<file path="src/include/accel_macros.svh">
`ifndef ACCEL_MACROS_SVH
`define ACCEL_MACROS_SVH

////////////////////////////////////////////////////////////////////////////
// line geometry
////////////////////////////////////////////////////////////////////////////

// lanes per memory line
`define N_LANES         16
`define I_WIDTH         8
`define F_WIDTH         8

// one DRAM beat and how many of them make a line
`define DRAM_WIDTH      32
`define WORDS_PER_LINE  4

// 16 lines in each RAM
`define LINE_ADDR_WIDTH 4

////////////////////////////////////////////////////////////////////////////
// run control and accumulation
////////////////////////////////////////////////////////////////////////////

`define MAX_RUN         15
`define RUN_WIDTH       $clog2(`MAX_RUN + 1)

// result wraps modulo 2^24
`define ACC_WIDTH       24

`endif

</file>
<file path="src/rtl/mem_pkg.sv">
`default_nettype none

`include "accel_macros.svh"

package mem_pkg;

    // one beat from DRAM
    typedef logic [`DRAM_WIDTH-1:0] dram_word_t;

    typedef logic [`LINE_ADDR_WIDTH-1:0] line_addr_t;

    // word position inside a line
    typedef logic [$clog2(`WORDS_PER_LINE)-1:0] word_idx_t;

    typedef logic [`RUN_WIDTH-1:0] run_len_t;

endpackage

`default_nettype wire

</file>
<file path="src/rtl/line_ram.sv">
`default_nettype none

`include "accel_macros.svh"

module line_ram
    import mem_pkg::*;
#(
    parameter type line_t = logic [`DRAM_WIDTH*`WORDS_PER_LINE-1:0]
) (
    input  wire logic       clk_i,
    input  wire logic       wr_en_i,
    input  wire line_addr_t wr_addr_i,
    input  wire line_t      wr_line_i,
    input  wire logic       rd_en_i,
    input  wire line_addr_t rd_addr_i,
    output line_t           rd_line_o
);

    localparam int DEPTH = 1 << `LINE_ADDR_WIDTH;

    line_t mem [DEPTH];
    line_t rd_line_q;

    // write port
    always_ff @(posedge clk_i) begin
        if (wr_en_i) begin
            mem[wr_addr_i] <= wr_line_i;
        end
    end

    // read port, output holds between reads
    always_ff @(posedge clk_i) begin
        if (rd_en_i) begin
            rd_line_q <= mem[rd_addr_i];
        end
    end

    assign rd_line_o = rd_line_q;

endmodule

`default_nettype wire

</file>
<file path="config.mk">
export PLATFORM = sky130hd
export DESIGN_NAME = line_ram
export DESIGN_NICKNAME = d
export VERILOG_FILES = /design/src/rtl/mem_pkg.sv /design/src/rtl/line_ram.sv
export VERILOG_INCLUDE_DIRS = /design/src /design/src/include
export SDC_FILE = /design/constraint.sdc
export NUM_CORES = 1
export LEC_CHECK = 0
export BUFFER_PORTS_ARGS = -buffer_cell sky130_fd_sc_hd__buf_2
export CAP_MARGIN = 20
export CORE_MARGIN = 2
export CORE_UTILIZATION = 45
export CTS_CLUSTER_SIZE = 28
export DETAILED_ROUTE_END_ITERATION = 10
export PLACE_DENSITY = 0.69
export SYNTH_ARGS = -nofsm -noshare
export SYNTH_HDL_FRONTEND = slang
export SYNTH_SLANG_ARGS = --single-unit
</file>
<file path="constraint.sdc">
create_clock -name clk_i -period 35.1 [get_ports clk_i]
set_input_delay 3.51 -clock clk_i [delete_from_list [all_inputs] [get_ports clk_i]]
set_output_delay 3.51 -clock clk_i [all_outputs]
set_load 0.05 [all_outputs]
</file>
==> flow_metrics.env <==
export IMPL_crit_family="buffers and inverters"
export IMPL_final_cells=6263
export IMPL_coreArea_um2=178400
export IMPL_synth_nets=3496
export IMPL_layout_commonest_cell="edfxtp_1"
export IMPL_num_fill_cells=13563
export IMPL_worstHoldStart="mem[15][59]"
export IMPL_setup_violations=0
export IMPL_drt_iter0_drc=3805
export IMPL_cpMostUsedCell="buf_4"
export IMPL_fin_setup_tns_ns=0
export IMPL_gp_congestion=0.7229
export IMPL_arrival_ns=8.13
export IMPL_grt_pass1_vias=37618
export IMPL_numCtsBuffers=201
export IMPL_die_y_um=427.6
export IMPL_die_width_um=427.6
export IMPL_cts_root_buf="clkbuf_16"
export IMPL_num_rows=155
export IMPL_ys_ff_latch=2176
export IMPL_final_max_slew_viol_count=0
export IMPL_cp_start_kind="input pin"
export IMPL_dp_hpwl_um=92510
export IMPL_synth_area_um2=80730
export IMPL_fmax_ghz=0.1323
export IMPL_crit_buf_inv=5
export IMPL_dieArea_um2=182800
export IMPL_nets=3867
export IMPL_rr_worst_depth=3
export IMPL_r2r_start="mem[5][114]"
export IMPL_hold_buffers=0
export IMPL_drt_pass1_iter_count=7
export IMPL_ys_warn_count=0
export IMPL_place_inst=5879
export IMPL_antenna_found_initial=54
export IMPL_syn_inst=3357
export IMPL_area_growth_pct=13.57
export IMPL_num_vias=36717
export IMPL_r2r_end="rd_line_o[114]"
export IMPL_seq_area_frac_synth_pct=80.94
export IMPL_syn_area_per_cell_um2=24.05
export IMPL_clk_latency_ns=0.84
export IMPL_path_cells="buf_8, buf_12, buf_4, buf_4, buf_4, mux4_2, a22oi_1, nand2_1"
export IMPL_cts_resized=0
export IMPL_routed_wl_um=184400
export IMPL_min_to="rd_line_o[59]"
export IMPL_clock_sinks=2176
export IMPL_synthDistinctLibCells=24
export IMPL_clk_pin_slew_ns=0.06
export IMPL_power_density_nw_per_um2=59.13
export IMPL_p_leak_uw=0.02902
export IMPL_layout_common_cells="edfxtp_1 (2,176), mux4_2 (477), buf_2 (262), a22oi_1 (215), clkbuf_16 (201)"
export IMPL_status="complete, no violations"
export IMPL_initial_core_util_pct=45.25
export IMPL_layout_drive_gt1_share_pct=30.81
export IMPL_skew_ns=0.04310
export IMPL_cp_required_ns=35.67
export IMPL_wire_per_inst_um=29.45
export IMPL_grt_ovfl_total=0
export IMPL_cts_tree="done"
export IMPL_drc=0
export IMPL_grt_pass1_wl_um=265400
export IMPL_path_class="input pin to flop"
export IMPL_post_cts_buffers=0
export IMPL_ir_drop_v=0.00005276
export IMPL_hp_class="flop to flop"
export IMPL_max_cap_violations=0
export IMPL_end_kind="flop"
export IMPL_cp_slowest_cell="buf_4"
export IMPL_fin_crit_sh_pct=21.53
export IMPL_max_stage_delay_ns=0.83
export IMPL_min_path_cells=3
export IMPL_ant_nets=0
export IMPL_worst_pin_slew_ns=1.130
export IMPL_vias_per_cell=5.863
export IMPL_r2r_slack_ns=33.54
export IMPL_clk_path_buf_depth=3
export IMPL_port_buffers=266
export IMPL_final_min_clock_period_ns=7.558
export IMPL_hold_violations=0
export IMPL_grt_max_degree=134
export IMPL_globalRouteTotalUtil_pct=20.27
export IMPL_cp_max_fo=113
export IMPL_htree_levels=4
export IMPL_ioPinCount=267
export IMPL_rsz0062_at_grt="false"
export IMPL_slew_headroom_pct=24.67
==> cell usage after synthesis, drive strengths merged <==
cell type / count / area (um2)
a221oi: 12 / 105.1
a22oi: 215 / 1614
and2: 3 / 18.77
buf: 111 / 614.3
clkbuf: 65 / 244.0
edfxtp: 2176 / 65340
mux2: 64 / 720.7
mux2i: 24 / 240.2
mux4: 477 / 10740
nand2: 95 / 356.6
nand2b: 16 / 100.1
nand3: 1 / 5.000
nand3b: 2 / 15.01
nor2: 15 / 56.30
nor2b: 29 / 181.4
nor3: 4 / 20.02
o21ai: 17 / 85.08
o221ai: 23 / 201.4
o22a: 6 / 52.55
or2: 1 / 6.260
or3b: 1 / 8.760
==> worst max-delay path by stage <==
stage,startpoint,endpoint,slack [ns],depth (start not counted)
6_report,rd_addr_i[0],rd_line_o[52],27.54,8
5_1_grt,rd_addr_i[0],rd_line_o[52],26.99,8
4_1_cts,rd_addr_i[0],rd_line_o[52],27.36,8
3_5_place_dp,rd_addr_i[0],rd_line_o[52],26.47,8
3_3_place_gp,rd_addr_i[0],rd_line_o[65],26.53,8
2_1_floorplan,wr_addr_i[2],mem[0][0],21.66,2
==> through the flow <==
stage	total power (uW)	hold slack, ns	utilization [%]	area, um2	worst slack (ns)
global placement	3288	0.7250	47.63	84980	26.53
CTS	5463	0.7361	51.35	91620	27.36
finish	5422	0.7385	51.39	91690	27.54
floorplan	3185	0.7103	-	80730	21.66
global route	5581	0.7594	51.38	91680	26.99
detailed placement	3296	0.7301	47.64	85000	26.47
==> worst min-delay path, cell delays in order, from the launching register on <==
cell      delay (ns)
edfxtp_1        0.31
mux4_2          0.22
a22oi_1         0.06
nand2_1         0.05
==> kinds of logic (layout without fill, tap and decap cells) <==
family                 after synthesis  in the layout  share of synthesized area [%]
DFF                               2176           2176                          80.94
muxes                              565            565                          14.50
AOI/OAI and AO/OA                  273            273                          2.549
buffers and inverters              176            711                          1.063
and+or+nand+nor                    167            167                         0.9516
other                                0             16                              0
==> report_power, final <==
| group | switching, uW | leakage [uW] | total (uW) | internal (uW) |
|---|---|---|---|---|
| Combinational | 191 | 0.00600 | 289 | 98.4 |
| Sequential | 18.6 | 0.0198 | 2950 | 2930 |
| Clock | 934 | 0.00325 | 2190 | 1250 |
==> state kept, by name, summed over array words and instances (netlist names) <==
name,flops
mem,2048
rd_line_o,128
==> layer usage <==
| layer | up-vias | global-route usage (%) | share of wire [%] |
|---|---|---|---|
| met5 | - | 0 | 0.11 |
| met4 | 36 | 7.140 | 3.1 |
| met3 | 341 | 4.021 | 7.0 |
| met2 | 1357 | 33.69 | 51 |
| met1 | 19771 | 26.83 | 39 |
| li1 | 15212 | - | - |
==> area by class of cell <==
cell class	count	area (um2)	area share, %
sequential	2176	65340	71.27
clock buffer	236	5161	5.629
multi-input combinational	1005	14670	16.00
tap	2355	2947	3.214
timing repair buffer	344	2072	2.260
antenna	16	40.04	0.04367
clock inverter	131	1458	1.590
Note: power is estimated with default switching activity, not from simulation.
