**src/include/accel_macros.svh**
```systemverilog
`ifndef ACCEL_MACROS_SVH
`define ACCEL_MACROS_SVH

////////////////////////////////////////////////////////////////////////////
// line geometry
////////////////////////////////////////////////////////////////////////////

// lanes per memory line
`define N_LANES         16
`define I_WIDTH         8
`define F_WIDTH         8

// one DRAM beat and how many of them make a line
`define DRAM_WIDTH      32
`define WORDS_PER_LINE  4

// 16 lines in each RAM
`define LINE_ADDR_WIDTH 4

////////////////////////////////////////////////////////////////////////////
// run control and accumulation
////////////////////////////////////////////////////////////////////////////

`define MAX_RUN         15
`define RUN_WIDTH       $clog2(`MAX_RUN + 1)

// result wraps modulo 2^24
`define ACC_WIDTH       24

`endif

```
**src/rtl/mem_pkg.sv**
```systemverilog
`default_nettype none

`include "accel_macros.svh"

package mem_pkg;

    // one beat from DRAM
    typedef logic [`DRAM_WIDTH-1:0] dram_word_t;

    typedef logic [`LINE_ADDR_WIDTH-1:0] line_addr_t;

    // word position inside a line
    typedef logic [$clog2(`WORDS_PER_LINE)-1:0] word_idx_t;

    typedef logic [`RUN_WIDTH-1:0] run_len_t;

endpackage

`default_nettype wire

```
**src/rtl/line_packer.sv**
```systemverilog
`default_nettype none

`include "accel_macros.svh"

module line_packer
    import mem_pkg::*;
#(
    parameter type line_t = logic [`DRAM_WIDTH*`WORDS_PER_LINE-1:0]
) (
    input  wire logic       clk_i,
    input  wire logic       rd_weight_rst,
    input  wire logic       word_valid_i,
    input  wire dram_word_t word_i,
    input  wire line_addr_t line_addr_i,
    output logic            wr_en_o,
    output line_addr_t      wr_addr_o,
    output line_t           line_o
);

    localparam int LINE_BITS = $bits(line_t);

    logic [LINE_BITS-1:0] shift_q;
    word_idx_t            word_cnt_q;
    logic                 wr_en_q;
    line_addr_t           wr_addr_q;
    logic                 last_word;

    assign last_word = word_valid_i && (word_cnt_q == word_idx_t'(`WORDS_PER_LINE - 1));

    // new words enter at the top, so word 0 ends up in the low bits
    always_ff @(posedge clk_i) begin
        if (word_valid_i) begin
            shift_q <= {word_i, shift_q[LINE_BITS-1:`DRAM_WIDTH]};
        end
    end

    // counter wraps back to 0 after the last word of a line
    always_ff @(posedge clk_i or posedge rd_weight_rst) begin
        if (rd_weight_rst) begin
            word_cnt_q <= '0;
            wr_en_q    <= 1'b0;
        end else begin
            wr_en_q <= last_word;
            if (word_valid_i) begin
                word_cnt_q <= word_cnt_q + 1'b1;
            end
        end
    end

    // destination captured with the closing word
    always_ff @(posedge clk_i) begin
        if (last_word) begin
            wr_addr_q <= line_addr_i;
        end
    end

    assign wr_en_o   = wr_en_q;
    assign wr_addr_o = wr_addr_q;
    assign line_o    = line_t'(shift_q);

endmodule

`default_nettype wire

```
**config.mk**
```make
export PLATFORM = sky130hd
export DESIGN_NAME = line_packer
export DESIGN_NICKNAME = d
export VERILOG_FILES = /design/src/rtl/mem_pkg.sv /design/src/rtl/line_packer.sv
export VERILOG_INCLUDE_DIRS = /design/src /design/src/include
export SDC_FILE = /design/constraint.sdc
export NUM_CORES = 1
export LEC_CHECK = 0
export ABC_AREA = 0
export BUFFER_PORTS_ARGS = -buffer_cell sky130_fd_sc_hd__buf_2
export CAP_MARGIN = 10
export CORE_AREA = 2 2 120 122
export DETAILED_ROUTE_END_ITERATION = 10
export DIE_AREA = 0 0 122 124
export PLACE_DENSITY_LB_ADDON = 0.3
export SYNTH_ARGS = -nofsm -noshare
export SYNTH_HDL_FRONTEND = slang
export SYNTH_SLANG_ARGS = --single-unit
export TNS_END_PERCENT = 30
```
**constraint.sdc**
```tcl
create_clock -name clk_i -period 1.2 [get_ports clk_i]
set_input_delay 0.12 -clock clk_i [delete_from_list [all_inputs] [get_ports clk_i]]
set_output_delay 0.12 -clock clk_i [all_outputs]
set_load 0.02 [all_outputs]
```
==> results_dict.tcl, run 1 <==
set metrics [dict create \
    drv_slew 0 \
    finalSetupViolCount 0 \
    synth_cells 140 \
    pin_count 172 \
    cell_type_of_the_slowest_stage_on_the_worst_timing_path "edfxtp_1" \
    tritoncts.num_buffers 17 \
    final_core_utilization_pct 46.1 \
    yosys_register_bits 135 \
    die_width_um 122 \
    die_area_sq_um 15100 \
    yosys-mux-area-fraction_pct 0.367 \
    detailroute.via_count 2231 \
    post_synth_num_cell_types 7 \
    groute.layer.met1.usage_pct 12.1 \
    cts-htree-levels 4 \
    grt_use_met2_pct 17.0 \
    route.detailed.drc 0 \
    cp.buffers_inverters 1 \
    outcome "complete, no violations" \
    clk_pin_slew_worst_paths_ns 0.05 \
    rsz0062_at_grt "false" \
    fp.coreArea_sq_um 13700 \
    post_synth.cell_area_avg_sq_um 29.2 \
    worst_setup_path_start_kind "flop" \
    worstSkewPairLatency_ns 0.41 \
    layout-drive-gt1-share_pct 54.6 \
    synth_compound_gate_area_share_pct 0 \
    tritoncts "built" \
    final_net_count 418 \
    share_of_synthesized_cell_area_in_and_or_nand_and_nor_gates_pct 0.184 \
    cts.sinks 135 \
    grt.overflow.total 0 \
    layout-area-overhead-vs-synth_pct 54.7 \
    power.density_cell_area_nw_per_um2 2020 \
    placementRows 43 \
    viasPerCell 3.91 \
    final.period_utilization_pct 94.8 \
    clock_tree.root_cell "clkbuf_16" \
    critical_path.max_fanout 2 \
    yosys.area_share.adder_pct 0.306 \
    mappedNetlistArea_sq_um 4090 \
    worstSetupEndpointType "output port" \
    final.setup.tns_ns 0 \
    maxClockFrequency_ghz 0.879 \
    first_global_vias 2146 \
    xor_and_xnor_fraction_of_the_mapped_netlist_area_pct 0.214 \
    grt_antenna_before_repair 1 \
    post_cts_resized 0 \
    timing.max_slew.rel_slack_pct 81.7 \
    biggest_cell_delay_along_the_critical_path_ns 0.42 \
    final.setup_skew_ns 0.00517 \
    grt.total_usage_pct 10.9 \
    hold_path.class "in -> reg" \
    max_cap_viols 0 \
    groute.layer.met3.usage_pct 5.40 \
    fin_crit_ns 1.14 \
    report.final.hold_viol_count 0 \
    worstSetupPathType "reg -> out" \
    port-buffer-count 171 \
    hold_ws_ns 0.0799 \
    antenna_violating_nets_post_route 0 \
    place.gp.congestion 0.715 \
    synth-seq-area-share_pct 98.8 \
    peakVddDrop_mv 1.44 \
    p_leak_nw 2.57 \
    critPathTopFamily "flip-flops" \
    first_pass_grt_wire_length_um 11500 \
    initial_core_util_pct 29.8 \
    detailedPlacementHpwl_um 5500 \
    data_arrival_time_of_the_critical_path_ns 1.02 \
    finalWirelength_um 8090 \
    grt_start_max_net_pins 32 \
    ys.warnings.count 0 \
    route.detailed.wl_per_inst_um 14.2 \
    first_pass_iteration_count_of_the_detailed_router 4 \
    critical_path_required_ns 1.08 \
    die_h_um 124 \
    max-clock-path-buffers 2 \
    grt_busiest_layer "met2" \
    detail_route.iter0.violations 143 \
    syn-num-nets 180 \
    cell_chain_of_the_critical_path "buf_2" \
    measured_slew_at_the_worst_slew_check_pin_ns 0.275 \
    synth_top_family_by_area "multiplexers" \
]
==> routing by layer <==
| metal | up-vias | wire length, um |
|---|---|---|
| met5 | - | 0 |
| met1 | 1066 | 3060 |
| met4 | 0 | 179 |
| li1 | 1049 | - |
| met3 | 16 | 692 |
| met2 | 100 | 4160 |
==> power by group <==
part / leakage, nW / switching, mW / total, mW / internal, mW
sequential: 1.33 / 0.157 / 5.77 / 5.61
combinational: 0.917 / 0.669 / 1.08 / 0.413
clock: 0.324 / 1.86 / 5.93 / 4.08
total: 2.57 / 2.69 / 12.8 / 10.1
==> synth_stat cells <==
master	instances	share of area, %
inv_1	1	0.092
edfxtp_1	132	97
xor2_1	1	0.21
dfrtp_1	3	1.8
and2_2	1	0.18
ha_1	1	0.31
mux2_4	1	0.37
==> through the flow <==
stage | setup WS [ns] | cell area, sq um | power (mW) | std cells
final | 0.0630 | 6320 | 12.8 | 571
after floorplan | 0.182 | 4090 | 6.34 | 140
after CTS | 0.0202 | 6320 | 12.9 | 570
after global placement | 0.154 | 5260 | 6.85 | 501
after global routing | 0.00910 | 6320 | 13.3 | 571
after detailed placement | 0.136 | 5260 | 6.87 | 501
==> cell usage in the layout, fill, tap and decap left out, drive strengths merged <==
| cell type | instances |
|---|---|
| dfrtp | 3 |
| mux2 | 1 |
| and2 | 1 |
| edfxtp | 132 |
| bufinv | 7 |
| inv | 1 |
| clkinv | 5 |
| buf | 182 |
| clkinvlp | 2 |
| ha | 1 |
| diode | 1 |
| dlygate4sd3 | 37 |
| xor2 | 1 |
| clkbuf | 17 |
==> registers in the layout, indices dropped and copies added, names as in the netlist <==
| signal | count |
|---|---|
| line_o | 128 |
| wr_addr_o | 4 |
| wr_en_o | 1 |
| word_cnt_q | 2 |
==> cells by family after synthesis <==
group / count (synthesis)
XOR/XNOR: 1
adder cells (fa/ha/maj): 1
buffers and inverters: 1
flip-flops: 135
multiplexers: 1
AND/OR/NAND/NOR: 1
==> path summary, 6_finish.rpt <==
check,from,end,slack [ns],depth (start not counted)
hold / removal,word_valid_i,line_o[11],0.08,1
setup reg to reg,word_cnt_q[0],wr_addr_o[1],0.13,2
max in group asynchronous,rd_weight_rst,word_cnt_q[1],0.93,3
min in group asynchronous,rd_weight_rst,word_cnt_q[0],0.12,3
setup / recovery,line_o[42],line_o[42],0.06,1
hold reg to reg,line_o[111],line_o[79],0.44,0
==> area by class of cell <==
cell class                      instances  area, sq um
Sequential cell                       135         4040
Multi-Input combinational cell          4         43.8
Clock buffer                           17          425
Clock inverter                         14          255
Fill cell                            1172         7400
Tap cell                              180          225
Inverter                                1         3.75
Antenna cell                            1         2.50
Timing Repair Buffer                  219         1330
==> repair_timing <==
action	4_1_cts	5_1_grt
setup buffers	1	0
setup endpoints to repair	1	0
hold buffers	37	0
hold endpoints to repair	39	0
(Power assumes the default switching activity.)
==> run 2: changes to the inputs <==
--- a/config.mk
+++ b/config.mk
@@ -12,7 +12,7 @@
 export CORE_AREA = 2 2 120 122
 export DETAILED_ROUTE_END_ITERATION = 10
 export DIE_AREA = 0 0 122 124
-export PLACE_DENSITY_LB_ADDON = 0.3
+export RECOVER_POWER = 100
 export SYNTH_ARGS = -nofsm -noshare
 export SYNTH_HDL_FRONTEND = slang
 export SYNTH_SLANG_ARGS = --single-unit
==> run 2 against run 1 <==
  * Sequential power about the same
  * Sequential share of layout area up 1.6 points
  * Highest routed layer unchanged
  * Die area unchanged
  * Critical path depth unchanged
  * Total power down 5.9%
  * Utilization down 1.1 points
  * Worst hold slack better by 0.055 ns
  * Maximum frequency about the same
==> results_dict.tcl, run 2 (same netlist as run 1, synthesis figures left out) <==
set metrics [dict create \
    critical_path.reg2reg.endpoint "wr_addr_o[0]" \
    power.density_cell_area_nw_per_um2 1950 \
    grt_antenna_before_repair 0 \
    reg2reg_setup_slack_ns 0.07 \
    placementRows 43 \
    clock_tree.root_cell "clkbuf_16" \
    max_cap_viols 0 \
    critical_path_required_ns 1.08 \
    max-clock-path-buffers 2 \
    fin_crit_ns 1.14 \
    tritoncts.num_buffers 17 \
    p_leak_nw 2.48 \
    port-buffer-count 171 \
    detailroute.via_count 2291 \
    layout-drive-gt1-share_pct 46.5 \
    rsz0062_at_grt "false" \
    detailedPlacementHpwl_um 5630 \
    hold_path.class "in -> async" \
    pin_count 172 \
    outcome "complete, no violations" \
    n_antenna_cell 0 \
    maxClockFrequency_ghz 0.879 \
    timing.max_slew.rel_slack_pct 52.5 \
    cell_type_of_the_slowest_stage_on_the_worst_timing_path "edfxtp_1" \
    grt.overflow.total 0 \
    final.setup.tns_ns 0 \
    die_width_um 122 \
    cell_chain_of_the_critical_path "buf_2" \
    data_arrival_time_of_the_critical_path_ns 1.02 \
    final.setup_skew_ns 0.00770 \
    route.detailed.wl_per_inst_um 14.4 \
    finalSetupViolCount 0 \
    final.period_utilization_pct 94.8 \
    tritoncts "built" \
    rr_startpoint "word_cnt_q[0]" \
    worstSetupPathType "reg -> out" \
    post_cts_resized 0 \
    detail_route.iter0.violations 127 \
    biggest_cell_delay_along_the_critical_path_ns 0.42 \
    report.final.hold_viol_count 0 \
    initial_core_util_pct 29.8 \
    first_pass_iteration_count_of_the_detailed_router 4 \
    place.gp.congestion 0.645 \
    viasPerCell 4.01 \
    layout_common_cells "edfxtp_1, clkbuf_2, dlygate4sd3_1" \
    number_of_cells_on_the_critical_path 1 \
    worstSetupEndpointType "output port" \
    layout_commonest_cell "edfxtp_1" \
    worstSkewPairLatency_ns 0.40 \
    critical_path.max_fanout 2 \
    largest_register_ffs 128 \
    grt_start_max_net_pins 28 \
    worst_setup_path_start_kind "flop" \
    route.detailed.drc 0 \
    final_net_count 418 \
    measured_slew_at_the_worst_slew_check_pin_ns 0.713 \
    peakVddDrop_mv 1.71 \
    die_h_um 124 \
    antenna_violating_nets_post_route 0 \
    cts-htree-levels 4 \
    first_pass_grt_wire_length_um 12000 \
    cp.buffers_inverters 1 \
    clk_pin_slew_worst_paths_ns 0.05 \
    drv_slew 0 \
    grt.total_usage_pct 11.0 \
    placedCellCount 502 \
    instances_no_fill 571 \
    timing.reg2reg.worst_path_depth 2 \
    layout-area-overhead-vs-synth_pct 51.0 \
    cts.sinks 135 \
    first_global_vias 2350 \
    p_total_mw 12.0 \
    critPathTopFamily "flip-flops" \
    die_area_sq_um 15100 \
    finalWirelength_um 8250 \
    fp.coreArea_sq_um 13700 \
]
-- run 2: cell types whose count changed in the layout (fill, tap and decap cells not counted), moves of 2 or more --
cell / change
bufinv_16: -3
clkinv_2: +2
clkinvlp_4: -2
buf_2: -138
clkbuf_4: +2
clkbuf_2: +122
buf_4: -10
clkbuf_1: +29
-- run 2: layer usage --
metal  share of wire, %  vias up  global-route usage [%]
met5                  0        -                       0
met4                1.7        0                    5.39
met3                8.8       13                    5.45
met2                 49      116                    17.6
met1                 40     1118                    12.1
li1                   -     1044                       -
-- run 2: timing repair --
action | 4_1_cts | 5_1_grt
hold buffers | 37 | 0
buffers inserted | 0 | 0
hold endpoints to repair | 39 | 0
-- run 2: worst max path at each step --
stage	start	slack (ns)	end
detailed placement	word_cnt_q[0]	0.15	wr_addr_o[1]
CTS	line_o[70]	0.03	line_o[70]
global route	word_cnt_q[0]	0.007	wr_addr_o[0]
floorplan	word_cnt_q[0]	0.18	word_cnt_q[1]
finish	line_o[70]	0.06	line_o[70]
global placement	word_cnt_q[0]	0.16	word_cnt_q[1]
-- run 2: metrics by stage --
stage | setup slack, ns | hold slack [ns] | utilization, % | instance area, sq um
floorplan | 0.182 | -0.126 | - | 4090
global placement | 0.157 | -0.0106 | 38.6 | 5290
detailed placement | 0.149 | -0.00733 | 38.6 | 5290
CTS | 0.0262 | 0.0871 | 45.6 | 6260
global route | 0.00663 | 0.133 | 45.0 | 6170
finish | 0.0622 | 0.135 | 45.0 | 6170
-- run 2: area by class of cell --
| class | instances | area, sq um |
|---|---|---|
| well taps | 180 | 225 |
| repair buffers | 219 | 1270 |
| fillers | 1205 | 7550 |
| flip-flops and latches | 135 | 4040 |
| multi-input cells | 4 | 38.8 |
| clock inverters | 11 | 155 |
| clock buffers | 21 | 440 |
| inverters | 1 | 3.75 |
-- run 2: power by group --
| part | total (mW) | switching (mW) | internal, mW | leakage, nW |
|---|---|---|---|---|
| Combinational | 1.03 | 0.670 | 0.358 | 0.859 |
| Sequential | 5.79 | 0.177 | 5.61 | 1.33 |
| Clock | 5.21 | 1.77 | 3.44 | 0.291 |
