--- config.mk ---
export PLATFORM = sky130hd
export DESIGN_NAME = conv_sequencer_flat
export DESIGN_NICKNAME = d
export VERILOG_FILES = /design/src/rtl/mem_pkg.sv /design/src/rtl/mac_ctrl_if.sv /design/src/rtl/conv_sequencer.sv /design/src/flat_wrapper.sv
export VERILOG_INCLUDE_DIRS = /design/src /design/src/include
export SDC_FILE = /design/constraint.sdc
export NUM_CORES = 1
export LEC_CHECK = 0
export ABC_CLOCK_PERIOD_IN_PS = 1150
export BUFFER_PORTS_ARGS = -buffer_cell sky130_fd_sc_hd__buf_2
export CORE_UTILIZATION = 40
export CTS_BUF_LIST = sky130_fd_sc_hd__clkbuf_8
export DETAILED_ROUTE_END_ITERATION = 16
export GPL_TIMING_DRIVEN = 0
export PLACE_DENSITY = 0.63
export SLEW_MARGIN = 0
export SYNTH_ARGS = -nofsm -noshare
export SYNTH_HDL_FRONTEND = slang
export SYNTH_SLANG_ARGS = --single-unit
--- constraint.sdc ---
create_clock -name clk_i -period 1.15 [get_ports clk_i]
set_input_delay 0.1725 -clock clk_i [delete_from_list [all_inputs] [get_ports clk_i]]
set_output_delay 0.1725 -clock clk_i [all_outputs]
set_load 0.005 [all_outputs]
--- src/include/accel_macros.svh ---
`ifndef ACCEL_MACROS_SVH
`define ACCEL_MACROS_SVH

////////////////////////////////////////////////////////////////////////////
// line geometry
////////////////////////////////////////////////////////////////////////////

// lanes per memory line
`define N_LANES         16
`define I_WIDTH         8
`define F_WIDTH         8

// one DRAM beat and how many of them make a line
`define DRAM_WIDTH      32
`define WORDS_PER_LINE  4

// 16 lines in each RAM
`define LINE_ADDR_WIDTH 4

////////////////////////////////////////////////////////////////////////////
// run control and accumulation
////////////////////////////////////////////////////////////////////////////

`define MAX_RUN         15
`define RUN_WIDTH       $clog2(`MAX_RUN + 1)

// result wraps modulo 2^24
`define ACC_WIDTH       24

`endif

--- src/rtl/mem_pkg.sv ---
`default_nettype none

`include "accel_macros.svh"

package mem_pkg;

    // one beat from DRAM
    typedef logic [`DRAM_WIDTH-1:0] dram_word_t;

    typedef logic [`LINE_ADDR_WIDTH-1:0] line_addr_t;

    // word position inside a line
    typedef logic [$clog2(`WORDS_PER_LINE)-1:0] word_idx_t;

    typedef logic [`RUN_WIDTH-1:0] run_len_t;

endpackage

`default_nettype wire

--- src/rtl/mac_ctrl_if.sv ---
`default_nettype none

// pipeline control from the sequencer into the datapath
interface mac_ctrl_if;

    // RAM outputs valid this cycle
    logic weight_ld;
    // first line of a run, restart the accumulator
    logic acc_clear;
    // adder-tree register holds a line sum
    logic sum_valid;
    // final line of the run
    logic last;

    modport seq (
        output weight_ld,
        output acc_clear,
        output sum_valid,
        output last
    );

    modport dp (
        input  weight_ld,
        input  acc_clear,
        input  sum_valid,
        input  last
    );

endinterface

`default_nettype wire

--- src/rtl/conv_sequencer.sv ---
`default_nettype none

module conv_sequencer
    import mem_pkg::*;
(
    input  wire logic     clk_i,
    input  wire logic     rd_weight_rst,
    input  wire logic     start_i,
    input  wire run_len_t run_len_i,
    output logic          rd_en_o,
    output line_addr_t    rd_addr_o,
    output logic          busy_o,
    mac_ctrl_if.seq       ctrl
);

    logic       busy_q;
    logic       rd_active_q;
    line_addr_t rd_addr_q;
    run_len_t   run_len_q;
    logic       start_ok;
    logic       rd_last;

    // tag pipeline: stage 0 = RAM out, stage 1 = operands, stage 2 = line sum
    logic [2:0] tag_valid_q;
    logic [2:0] tag_last_q;
    logic [2:0] tag_first_q;
    // last line has been accumulated
    logic       tail_q;

    assign start_ok = start_i && !busy_q;
    assign rd_last  = (rd_addr_q == line_addr_t'(run_len_q - 1'b1));

    ////////////////////////////////////////////////////////////////////////////
    // run control and read addressing
    ////////////////////////////////////////////////////////////////////////////

    always_ff @(posedge clk_i) begin
        if (start_ok) begin
            run_len_q <= run_len_i;
        end
    end

    always_ff @(posedge clk_i or posedge rd_weight_rst) begin
        if (rd_weight_rst) begin
            busy_q      <= 1'b0;
            rd_active_q <= 1'b0;
            rd_addr_q   <= '0;
        end else if (start_ok) begin
            busy_q      <= 1'b1;
            rd_active_q <= 1'b1;
            rd_addr_q   <= '0;
        end else begin
            if (rd_active_q) begin
                rd_addr_q <= rd_addr_q + 1'b1;
                if (rd_last) begin
                    rd_active_q <= 1'b0;
                end
            end
            // drops on the edge that raises done
            if (tail_q) begin
                busy_q <= 1'b0;
            end
        end
    end

    ////////////////////////////////////////////////////////////////////////////
    // tags follow each read down the datapath
    ////////////////////////////////////////////////////////////////////////////

    always_ff @(posedge clk_i or posedge rd_weight_rst) begin
        if (rd_weight_rst) begin
            tag_valid_q <= '0;
            tag_last_q  <= '0;
            tag_first_q <= '0;
            tail_q      <= 1'b0;
        end else begin
            tag_valid_q <= {tag_valid_q[1:0], rd_active_q};
            tag_last_q  <= {tag_last_q[1:0], rd_active_q && rd_last};
            tag_first_q <= {tag_first_q[1:0], rd_active_q && (rd_addr_q == '0)};
            tail_q      <= tag_valid_q[2] && tag_last_q[2];
        end
    end

    assign rd_en_o   = rd_active_q;
    assign rd_addr_o = rd_addr_q;
    assign busy_o    = busy_q;

    assign ctrl.weight_ld = tag_valid_q[0];
    assign ctrl.sum_valid = tag_valid_q[2];
    assign ctrl.last      = tag_last_q[2];
    assign ctrl.acc_clear = tag_valid_q[2] && tag_first_q[2];

endmodule

`default_nettype wire

--- src/flat_wrapper.sv ---
// flat-port wrapper written by rule: the top's interface ports become plain ports
module conv_sequencer_flat import mem_pkg::*;
  (clk_i, rd_weight_rst, start_i, run_len_i, rd_en_o, rd_addr_o, busy_o, ctrl_weight_ld, ctrl_acc_clear, ctrl_sum_valid, ctrl_last);
  mac_ctrl_if ctrl_i ();
  input  wire logic clk_i;
  input  wire logic rd_weight_rst;
  input  wire logic start_i;
  input  wire run_len_t run_len_i;
  output logic rd_en_o;
  output line_addr_t rd_addr_o;
  output logic busy_o;
  output wire logic [$bits(ctrl_i.weight_ld)-1:0] ctrl_weight_ld;
  output wire logic [$bits(ctrl_i.acc_clear)-1:0] ctrl_acc_clear;
  output wire logic [$bits(ctrl_i.sum_valid)-1:0] ctrl_sum_valid;
  output wire logic [$bits(ctrl_i.last)-1:0] ctrl_last;
  assign ctrl_weight_ld = ctrl_i.weight_ld;
  assign ctrl_acc_clear = ctrl_i.acc_clear;
  assign ctrl_sum_valid = ctrl_i.sum_valid;
  assign ctrl_last = ctrl_i.last;
  conv_sequencer u_core (.clk_i(clk_i), .rd_weight_rst(rd_weight_rst), .start_i(start_i), .run_len_i(run_len_i), .rd_en_o(rd_en_o), .rd_addr_o(rd_addr_o), .busy_o(busy_o), .ctrl(ctrl_i));
endmodule
==> results of run 1 <==
-- cells by family (layout without fill, tap and decap cells) --
kind of cell | after synthesis | count (layout) | share of synthesized area
DFF | 20 | 20 | 0.672
buffers and inverters | 8 | 30 | 0.0404
and+or+nand+nor | 14 | 14 | 0.0969
muxes | 1 | 1 | 0.0129
AOI/OAI and AO/OA | 2 | 2 | 0.0275
adders and majority gates | 3 | 3 | 0.0485
xor gates and xnor gates | 9 | 9 | 0.102
-- layout make-up --
| type | count | share of cell area |
|---|---|---|
| inverter | 7 | 0.0262 |
| multi-input combinational | 29 | 0.250 |
| sequential | 20 | 0.519 |
| clock buffer | 3 | 0.0412 |
| clock inverter | 1 | 0.0300 |
| buffer | 1 | 0.00499 |
| tap | 25 | 0.0312 |
| timing repair buffer | 18 | 0.0974 |
-- sequential cells by signal, indices dropped and copies added, names as in the netlist --
register	flops
u_core.tail_q	1
u_core.tag_valid_q	3
u_core.tag_last_q	3
u_core.tag_first_q	3
u_core.run_len_q	4
u_core.rd_en_o	1
u_core.rd_addr_o	4
u_core.busy_o	1
-- layer usage --
metal	GRT usage	up-vias	share of wire
met3	0.0397	5	0.042
met1	0.180	215	0.49
met5	0	-	0
li1	-	226	-
met4	0.141	0	0.043
met2	0.206	14	0.43
-- worst max-delay path by stage --
stage,start,to,depth (start not counted)
floorplan,u_core.run_len_q[0]$_DFFE_PP_,u_core.tag_last_q[0]$_DFF_PP0_,5
global placement,u_core.run_len_q[0]$_DFFE_PP_,u_core.tag_last_q[0]$_DFF_PP0_,5
detailed placement,u_core.run_len_q[0]$_DFFE_PP_,u_core.tag_last_q[0]$_DFF_PP0_,5
CTS,u_core.run_len_q[0]$_DFFE_PP_,u_core.tag_last_q[0]$_DFF_PP0_,5
global route,u_core.run_len_q[0]$_DFFE_PP_,u_core.rd_en_o$_DFF_PP0_,5
finish,u_core.run_len_q[0]$_DFFE_PP_,u_core.tag_last_q[0]$_DFF_PP0_,5
-- metrics by stage --
stage	setup slack, ns	hold slack, ns	power [mW]	util	instance area [sq um]
floorplan	-0.0379	0.0862	0.745	-	787
global placement	-0.126	0.265	0.757	0.509	898
detailed placement	-0.145	0.268	0.758	0.509	898
CTS	-0.113	0.0794	1.46	0.568	1000
global route	-0.164	0.0812	1.49	0.568	1000
finish	-0.102	0.0847	1.44	0.568	1000
-- power by group --
part           switching (mW)  internal [mW]  leakage, nW
registers                   0          0.722        0.233
clock network           0.232          0.465       0.0357
logic                  0.0134        0.00939        0.215
total                   0.245           1.20        0.484
-- worst max-delay path: cells and delay by family (launching register included) --
kind,cells,cell delay [ns]
and+or+nand+nor,2,0.37
adders and majority gates,1,0.19
xor gates and xnor gates,1,0.11
DFF,1,0.44
buffers and inverters,1,0.09
-- synth_stat cells, types with 2 or more instances --
cell / number
dfrtp_1: 16
inv_1: 7
nor2_1: 6
xnor2_1: 5
edfxtp_1: 4
xor2_1: 4
ha_1: 3
and2_1: 2
nand2_1: 2
-- repair_timing --
action | in CTS | in global routing
endpoints found under the setup margin | 2 | 7
endpoints found under the hold margin | 16 | 0
pin swaps | 4 | 0
setup buffers | 1 | 0
resized for setup | 2 | 1
hold buffers | 1 | 0
==> summary.txt, run 1 <==
Setup path
  – Slowest cell on crit path: edfxtp_1
  – Reg2Reg Launch Point: u_core.run_len_q[0]$_DFFE_PP_
  – R2R Path End: u_core.tag_last_q[0]$_DFF_PP0_
  – CP endpoint kind: flip-flop
  – Crit-path max cell delay: roughly 0.44 ns
  – CP Max Fanout: 3
  – Crit Path Category: reg2reg
  – Critical Path Source Type: flip-flop
  – Reg2reg setup slack: -0.10 ns
  – R2r worst-path depth: 5
  – CP arrival: around 1.5 ns
  – WP data required: between 1 and 1.5 ns
  – Cell chain of the critical path: inv_2 -> ha_4 -> xnor2_1 -> nor2_1 -> and4_1

Run status
  – Status: finished, violations left
  – Failing checks: negative setup slack

Timing
  – Worst Skew: about 0.0022 ns
  – RSZ-0062 raised after global routing: true
  – Final setup viols: 2
  – Fin crit period: around 1.3 ns
  – Setup TNS: -0.183 ns
  – Slew @ Worst Pin: 0.605 ns
  – Fmax: 799 MHz
  – Worst rel slew slack: 0.596
  – Final worst path period share: 1.09
  – Setup slack after layout: -0.102 ns
  – Count of pins over their slew limit: 0
  – Final hold violations: 0

Global route
  – Total gr overflow: 0
  – Maximum number of pins on one net before global-route repair: 17
  – First-pass GRT wire length: 1990 um
  – Antenna violations before repair: 0
  – Total Routing Usage GR: 0.148
  – Vias in the first global route: 447

Logic synthesis
  – Top post-synthesis cells by area: dfrtp_1 52%, edfxtp_1 16%, xnor2_1 5.7%
  – Syn_nets: 67
  – Post-synth top area share: 0.517
  – Unique masters post-synth: 17
  – Post-Syn Instances: 57
  – Fraction of registers with async set/reset: 0.800
  – Yosys top cell by area: dfrtp_1
  – Post-synth EDFFs: 4
  – Synthesized flop and latch total: 20
  – Synth warn: 0
  – Register area share after synthesis: 0.672
  – Mean Syn Cell Area: between 10 and 15 sq um
  – Synth Cell Area: 774 sq um
  – Most used DFF post-synth: dfrtp_1

Hold path
  – HP Start: run_len_i[3]
  – WHS Endpoint: u_core.run_len_q[3]$_DFFE_PP_
  – Worst min-delay path class: in2reg
  – Hold Path Cell Cnt: 1

Floorplan
  – Starting Density: 0.439
  – Area of the die: roughly 2100 sq um
  – CORE AREA: 1760 sq um
  – DIE WIDTH: roughly 46 um
  – Height of the chip: 46 um
  – Ports: 17
  – Row cnt: 15

Clocking
  – TritonCTS clock tree: done
  – Max clock buf depth: 2
  – Clock buffer count from CTS: 3
  – Root buffer cell: clkbuf_8
  – Clock sinks: 20
  – H-tree levels: 1
  – Clk_lat worst skew: between 0.2 and 0.3 ns
  – Clock-pin slew on the worst setup and hold paths: 0.07 ns

Detailed routing
  – DRC Markers: 0
  – DR vias/cell: ~4.4
  – Post-DR wirelength/cell: 11.8 um
  – Antenna-violating nets left: 0
  – Via count: between 400 and 500
  – Initial drt markers: 3
  – Drt total wl: around 1200 um
  – Router iterations before antenna repair: 2

Job
  – Max_cap viols: 0

Place
  – Gpl congestion: about 0.63
  – Hpwl dp: ~870 um
  – Dpl cells: around 100
  – IO Port Bufs: 16

Final layout
  – Final cell count without fillers: ~100
  – Area occupied by multi-input gates: roughly 250 sq um
  – Most frequent cells in the layout: 17 x buf_2, 16 x dfrtp_1, 6 x nor2_1
  – Ant diodes: 0
  – Commonest non-fill, non-tap cell in the layout: buf_2
  – Register area: ~520 sq um
  – Fill count: roughly 160
  – Layout area overhead: 29.4%
  – Share of cells above drive strength 1: 0.367
  – Final #Nets: 90

Power
  – Maximum vdd drop: between 0.7 and 0.8 mV
  – Pwr dens: 1440 nW/um^2
  – Static Leak: roughly 0.48 nW
Power figures use the tool's default switching activity.
==> inputs of run 2 (changes only) <==
- ABC_AREA: unset -> 1
- BUFFER_PORTS_ARGS: -buffer_cell sky130_fd_sc_hd__buf_2 -> unset
- DONT_BUFFER_PORTS: unset -> 1
- PLACE_DENSITY: 0.63 -> 0.55
==> run 2 against run 1 <==
Net effect: the run still ends with negative setup slack left; largest power group unchanged; global-route usage decreased by 0.80 points; highest routed layer unchanged; wire length is 6.6% higher; sequential cell count is the same; sequential share of layout area fell by 0.27 points; critical path type unchanged; synthesized cell count up 39%; synthesized area grew 3.6%; clock power grew 0.7%.
==> summary.txt, run 2 <==
Global route
  – Vias in the first global route: between 400 and 500
  – Antenna violations before repair: 0
  – First-pass GRT wire length: about 2100 um
  – Total gr overflow: 0
  – Maximum number of pins on one net before global-route repair: 17
  – Total Routing Usage GR: 0.140

Final layout
  – Area occupied by multi-input gates: 265 sq um
  – Share of cells above drive strength 1: 0.244
  – Final #Nets: just over 100
  – Ant diodes: 0
  – Layout area overhead: 26.2%
  – Register area: roughly 520 sq um
  – Most frequent cells in the layout: 20 x nand2_1, 14 x dfrtp_1, 9 x inv_1
  – Final Util: 0.562
  – Commonest non-fill, non-tap cell in the layout: nand2_1
  – Final Cell Area: roughly 1000 sq um
  – Fill count: 181

Detailed routing
  – Drt total wl: around 1300 um
  – DRC Markers: 0
  – Antenna-violating nets left: 0
  – Router iterations before antenna repair: 3
  – Initial drt markers: 5
  – DR vias/cell: 4.58
  – Post-DR wirelength/cell: approximately 11 um
  – Via count: 527

Logic synthesis
  – Yosys top cell by area: dfrtp_1
  – Fraction of registers with async set/reset: 0.800
  – Syn_nets: 89
  – Post-synth EDFFs: 4
  – Post-synth top area share: 0.499
  – Synth Cell Area: approximately 800 sq um
  – Synthesized flop and latch total: 20
  – Unique masters post-synth: 17
  – Synth warn: 0
  – Register area share after synthesis: 0.649
  – Mean Syn Cell Area: between 10 and 15 sq um
  – Top-count cell post-synth: nand2_1
  – Post-Syn Instances: just under 80
  – Top post-synthesis cells by count: 23 x nand2_1, 16 x dfrtp_1, 15 x inv_1
  – Most used DFF post-synth: dfrtp_1
  – Top post-synthesis cells by area: dfrtp_1 50%, edfxtp_1 15%, nand2_1 11%

Run status
  – Status: finished, violations left
  – Failing checks: negative setup slack

Place
  – Gpl congestion: between 0.6 and 0.7
  – DP Area: ~850 sq um
  – Worst slack at placement: -0.153 ns
  – IO Port Bufs: 0
  – Hpwl dp: approximately 880 um

Setup path
  – Crit-path max cell delay: 0.37 ns
  – Crit Path Category: reg2reg
  – Buffers plus inverters on the worst setup path: 1
  – WP data required: 1.30 ns
  – Critical path's top delay family: simple AND/OR/NAND/NOR gates
  – CP Max Fanout: 2
  – Crit-path most repeated cell: nand2_1
  – CP arrival: ~1.4 ns
  – Critical Path Source Type: flip-flop
  – Cell chain of the critical path: inv_2 -> ha_4 -> or2_0 -> nand3_1 -> nor2_2 -> nand2_2 -> nand2_1 -> nand2_1
  – Reg2reg setup slack: -0.12 ns
  – Slowest cell on crit path: edfxtp_1
  – CP endpoint kind: flip-flop

Power
  – Static Leak: a little over 0.5 nW
  – Pwr dens: ~2500 nW/um^2
  – Maximum vdd drop: roughly 1.4 mV

Floorplan
  – Area of the die: around 2200 sq um
  – Starting Density: 0.445
  – Height of the chip: ~47 um
  – DIE WIDTH: 46.8 um
  – Row cnt: 15
  – Ports: 17
  – CORE AREA: about 1800 sq um

Job
  – Max_cap viols: 0

Timing
  – Final worst path period share: 1.11
  – Fin crit period: 1.27 ns
  – Worst Skew: about 0.00091 ns
  – Final hold violations: 0
  – Worst rel slew slack: 0.620
  – Final setup viols: 2
  – RSZ-0062 raised after global routing: true
  – Slew @ Worst Pin: 0.570 ns
  – Fmax: between 700 and 800 MHz
  – Setup slack after layout: -0.123 ns
  – Count of pins over their slew limit: 0

Clocking
  – TritonCTS clock tree: done
  – H-tree levels: 1
  – Clock-pin slew on the worst setup and hold paths: around 0.080 ns
  – Root buffer cell: clkbuf_8
  – Clk_lat worst skew: roughly 0.26 ns
  – Clock sinks: 20
  – Clock buffer count from CTS: 3
  – Max clock buf depth: 2

Hold path
  – Worst min-delay path class: in2reg
-- run 2: cell families (layout without fill, tap and decap cells) --
| kind of cell | Yosys count | count (layout) | synth area share |
|---|---|---|---|
| adder cells (fa/ha/maj) | 3 | 3 | 0.0468 |
| XOR/XNOR | 2 | 2 | 0.0218 |
| flip-flops | 20 | 20 | 0.649 |
| buffers and inverters | 15 | 26 | 0.0702 |
| AO/OA/AOI/OAI | 6 | 6 | 0.0421 |
| AND/OR/NAND/NOR | 33 | 33 | 0.170 |
-- run 2: report_power, final --
group | internal [mW] | switching (mW)
sequential | 0.959 | 0.243
clock | 0.464 | 0.238
combinational | 0.280 | 0.369
-- run 2: worst register-to-register path: cells and delay by family (launching register included) --
family	cells	cell delay, ns
adders and majority gates	1	0.26
and+or+nand+nor	6	0.48
buffers and inverters	1	0.06
DFF	1	0.37
-- run 2: path summary, 6_finish.rpt --
check	from	end	depth (start not counted)
setup reg to reg	u_core.run_len_q[0]$_DFFE_PP_	u_core.rd_en_o$_DFF_PP0_	8
max in group asynchronous	rd_weight_rst	u_core.rd_addr_o[1]$_DFFE_PP0P_	2
min in group asynchronous	rd_weight_rst	u_core.tag_last_q[0]$_DFF_PP0_	2
hold reg to reg	u_core.tag_first_q[1]$_DFF_PP0_	u_core.tag_first_q[2]$_DFF_PP0_	0
hold / removal	start_i	u_core.rd_en_o$_DFF_PP0_	2
setup / recovery	u_core.run_len_q[0]$_DFFE_PP_	u_core.rd_en_o$_DFF_PP0_	8
-- run 2: layer usage --
layer,vias up,wire length [um],share of wire,global-route usage
li1,266,-,-,-
met1,243,669,0.51,0.203
met2,14,551,0.42,0.186
met3,4,64,0.049,0.0462
met4,0,25,0.019,0.0686
met5,-,0,0,0
-- run 2: cell type report --
type / instances / share of cell area
Sequential cell: 20 / 0.517
Multi-Input combinational cell: 44 / 0.262
Timing Repair Buffer: 7 / 0.0643
Inverter: 15 / 0.0556
Clock buffer: 3 / 0.0408
Tap cell: 25 / 0.0309
Clock inverter: 1 / 0.0297
-- run 2: stage by stage --
| step | power, mW | setup TNS (ns) | hold slack [ns] | std cells |
|---|---|---|---|---|
| after floorplan | 1.58 | -0.0797 | 0.0862 | 79 |
| final | 2.55 | -0.218 | 0.108 | 115 |
| after CTS | 2.45 | -0.201 | 0.00266 | 111 |
| after global routing | 2.74 | -0.337 | 0.118 | 115 |
| after global placement | 1.70 | -0.218 | 0.151 | 104 |
| after detailed placement | 1.72 | -0.331 | 0.155 | 104 |
-- run 2: what timing repair did --
item / CTS / global route
cloned: 0 / 0
pin swaps: 3 / 2
setup buffers: 2 / 0
endpoints found under the setup margin: 3 / 7
endpoints found under the hold margin: 16 / 4
resized for setup: 4 / 9
hold buffers: 1 / 4
==> inputs of run 3 (changes only) <==
- ABC_CLOCK_PERIOD_IN_PS: 1150 -> 1000
- clock period: 1.15 -> 1 ns (I/O delays scaled with it)
==> run 3 against run 2 <==
Net effect: the flow still finishes with violations (negative setup slack); total power rose by 18%; clock skew up 0.0025 ns; sequential cell count unchanged; global-route usage rose by 1.1 points; via count grew 1.3%; core utilization rose by 1.9 points; clock-buffer cell count did not move; register-to-register slack got worse by 0.17 ns; critical path type unchanged; largest power group unchanged; highest routed layer unchanged.
==> summary.txt, run 3 (synthesized netlist as in run 2, its figures left out) <==
Run status
  – Status: finished, violations left
  – Failing checks: negative setup slack

Floorplan
  – Ports: 17
  – DIE WIDTH: 46.8 um
  – CORE AREA: around 1800 sq um
  – Starting Density: 0.445
  – Height of the chip: around 47 um
  – Row cnt: 15
  – Area of the die: approximately 2200 sq um

Clocking
  – H-tree levels: 1
  – Clock-pin slew on the worst setup and hold paths: around 0.080 ns
  – Clock buffer count from CTS: 3
  – Max clock buf depth: 2
  – TritonCTS clock tree: done
  – Clock sinks: 20
  – Root buffer cell: clkbuf_8
  – Clk_lat worst skew: roughly 0.25 ns

Timing
  – Worst Skew: 0.00342 ns
  – Final hold violations: 0
  – Setup slack after layout: -0.290 ns
  – Slew @ Worst Pin: between 0.5 and 0.6 ns
  – Count of pins over their slew limit: 0
  – RSZ-0062 raised after global routing: true
  – Final worst path period share: 1.29
  – Fmax: just under 800 MHz
  – Setup TNS: -0.676 ns
  – Final setup viols: 3
  – Fin crit period: between 1 and 1.5 ns
  – Worst rel slew slack: 0.620

Place
  – Hpwl dp: 903 um
  – IO Port Bufs: 0
  – Gpl congestion: approximately 0.7

Detailed routing
  – Via count: approximately 530
  – Initial drt markers: 5
  – Router iterations before antenna repair: 3
  – DRC Markers: 0
  – Post-DR wirelength/cell: approximately 12 um
  – Antenna-violating nets left: 0
  – Drt total wl: between 1000 and 1500 um
  – DR vias/cell: about 4.6

Final layout
  – Commonest non-fill, non-tap cell in the layout: nand2_1
  – Layout area overhead: 30.4%
  – Ant diodes: 0
  – Most frequent cells in the layout: 20 x nand2_1, 13 x dfrtp_1, 7 x inv_1, 7 x inv_2, 5 x dlygate4sd3_1
  – Share of cells above drive strength 1: 0.308
  – Final #Nets: 102

Power
  – Maximum vdd drop: around 1.7 mV
  – Pwr dens: 2890 nW/um^2
  – Static Leak: 0.519 nW
  – Overall power: 3.02 mW

Setup path
  – CP endpoint kind: flip-flop
  – Critical Path Source Type: flip-flop
  – Reg2Reg Launch Point: u_core.run_len_q[0]$_DFFE_PP_
  – WP data required: about 1.2 ns
  – Crit path launch: u_core.run_len_q[0]$_DFFE_PP_
  – Crit Path Category: reg2reg
  – CP arrival: about 1.5 ns
  – CP Max Fanout: 2

Global route
  – Vias in the first global route: slightly above 500
  – Total Routing Usage GR: 0.151
  – Total gr overflow: 0
  – First-pass GRT wire length: roughly 2200 um
  – Antenna violations before repair: 0
  – Maximum number of pins on one net before global-route repair: 17

Hold path
  – HP Start: start_i
  – Worst min-delay path class: in2reg

Job
  – Max_cap viols: 0
==> run 3: cell count changes in the layout (fill, tap and decap cells not counted), sizes merged <==
cell and delta:
buf +1
==> run 3: cell type report <==
cell class | instances | area [sq um]
multi-input cells | 44 | 288
fillers | 159 | 756
inverters | 15 | 58.8
repair buffers | 8 | 72.6
well taps | 25 | 31.3
flip-flops and latches | 20 | 524
clock buffers | 3 | 41.3
clock inverters | 1 | 30.0
==> run 3: worst max-delay path, cell delays in order, from the launching register on <==
cell	delay, ns
edfxtp_1	0.40
inv_2	0.10
ha_4	0.20
or2_0	0.22
nand3_1	0.09
nor2_2	0.05
nand2_2	0.07
nand2_1	0.05
nand2_1	0.06
==> run 3: timing repair <==
item,in CTS,in global routing
pin swaps,4,6
buffers inserted,2,1
endpoints found under the hold margin,20,0
hold buffers,5,0
gates resized for setup,8,13
setup endpoints to repair,9,11
==> run 3: worst paths after layout <==
path / end / slack [ns] / depth (start not counted)
worst max-delay path: u_core.rd_en_o$_DFF_PP0_ / -0.29 / 8
worst min-delay path: u_core.rd_en_o$_DFF_PP0_ / 0.06 / 2
worst max register to register: u_core.rd_en_o$_DFF_PP0_ / -0.29 / 8
worst min register to register: u_core.tag_first_q[2]$_DFF_PP0_ / 0.35 / 0
max in group asynchronous: u_core.rd_en_o$_DFF_PP0_ / 0.21 / 2
min in group asynchronous: u_core.rd_addr_o[0]$_DFFE_PP0P_ / 0.39 / 2
==> run 3: metal layers <==
layer / track usage / wire length, um / vias to the layer above
met5: 0 / 0 / -
met4: 0.0514 / 11 / 0
met3: 0.0462 / 63 / 2
met2: 0.236 / 724 / 13
met1: 0.201 / 641 / 252
li1: - / - / 267
==> run 3: per-stage QoR <==
| step | hold slack [ns] | worst slack [ns] | std cells | utilization | area [sq um] |
|---|---|---|---|---|---|
| 2_1_floorplan | 0.0637 | -0.190 | 79 | - | 815 |
| 3_3_place_gp | 0.129 | -0.261 | 104 | 0.469 | 846 |
| 3_5_place_dp | 0.141 | -0.312 | 104 | 0.469 | 846 |
| 4_1_cts | 0.0876 | -0.284 | 115 | 0.549 | 990 |
| 5_1_grt | 0.0795 | -0.368 | 116 | 0.581 | 1050 |
| 6_report | 0.0616 | -0.290 | 116 | 0.581 | 1050 |
==> run 3: where the power goes <==
part | switching [mW] | internal, mW
sequential | 0.306 | 1.11
clock | 0.261 | 0.533
combinational | 0.461 | 0.355
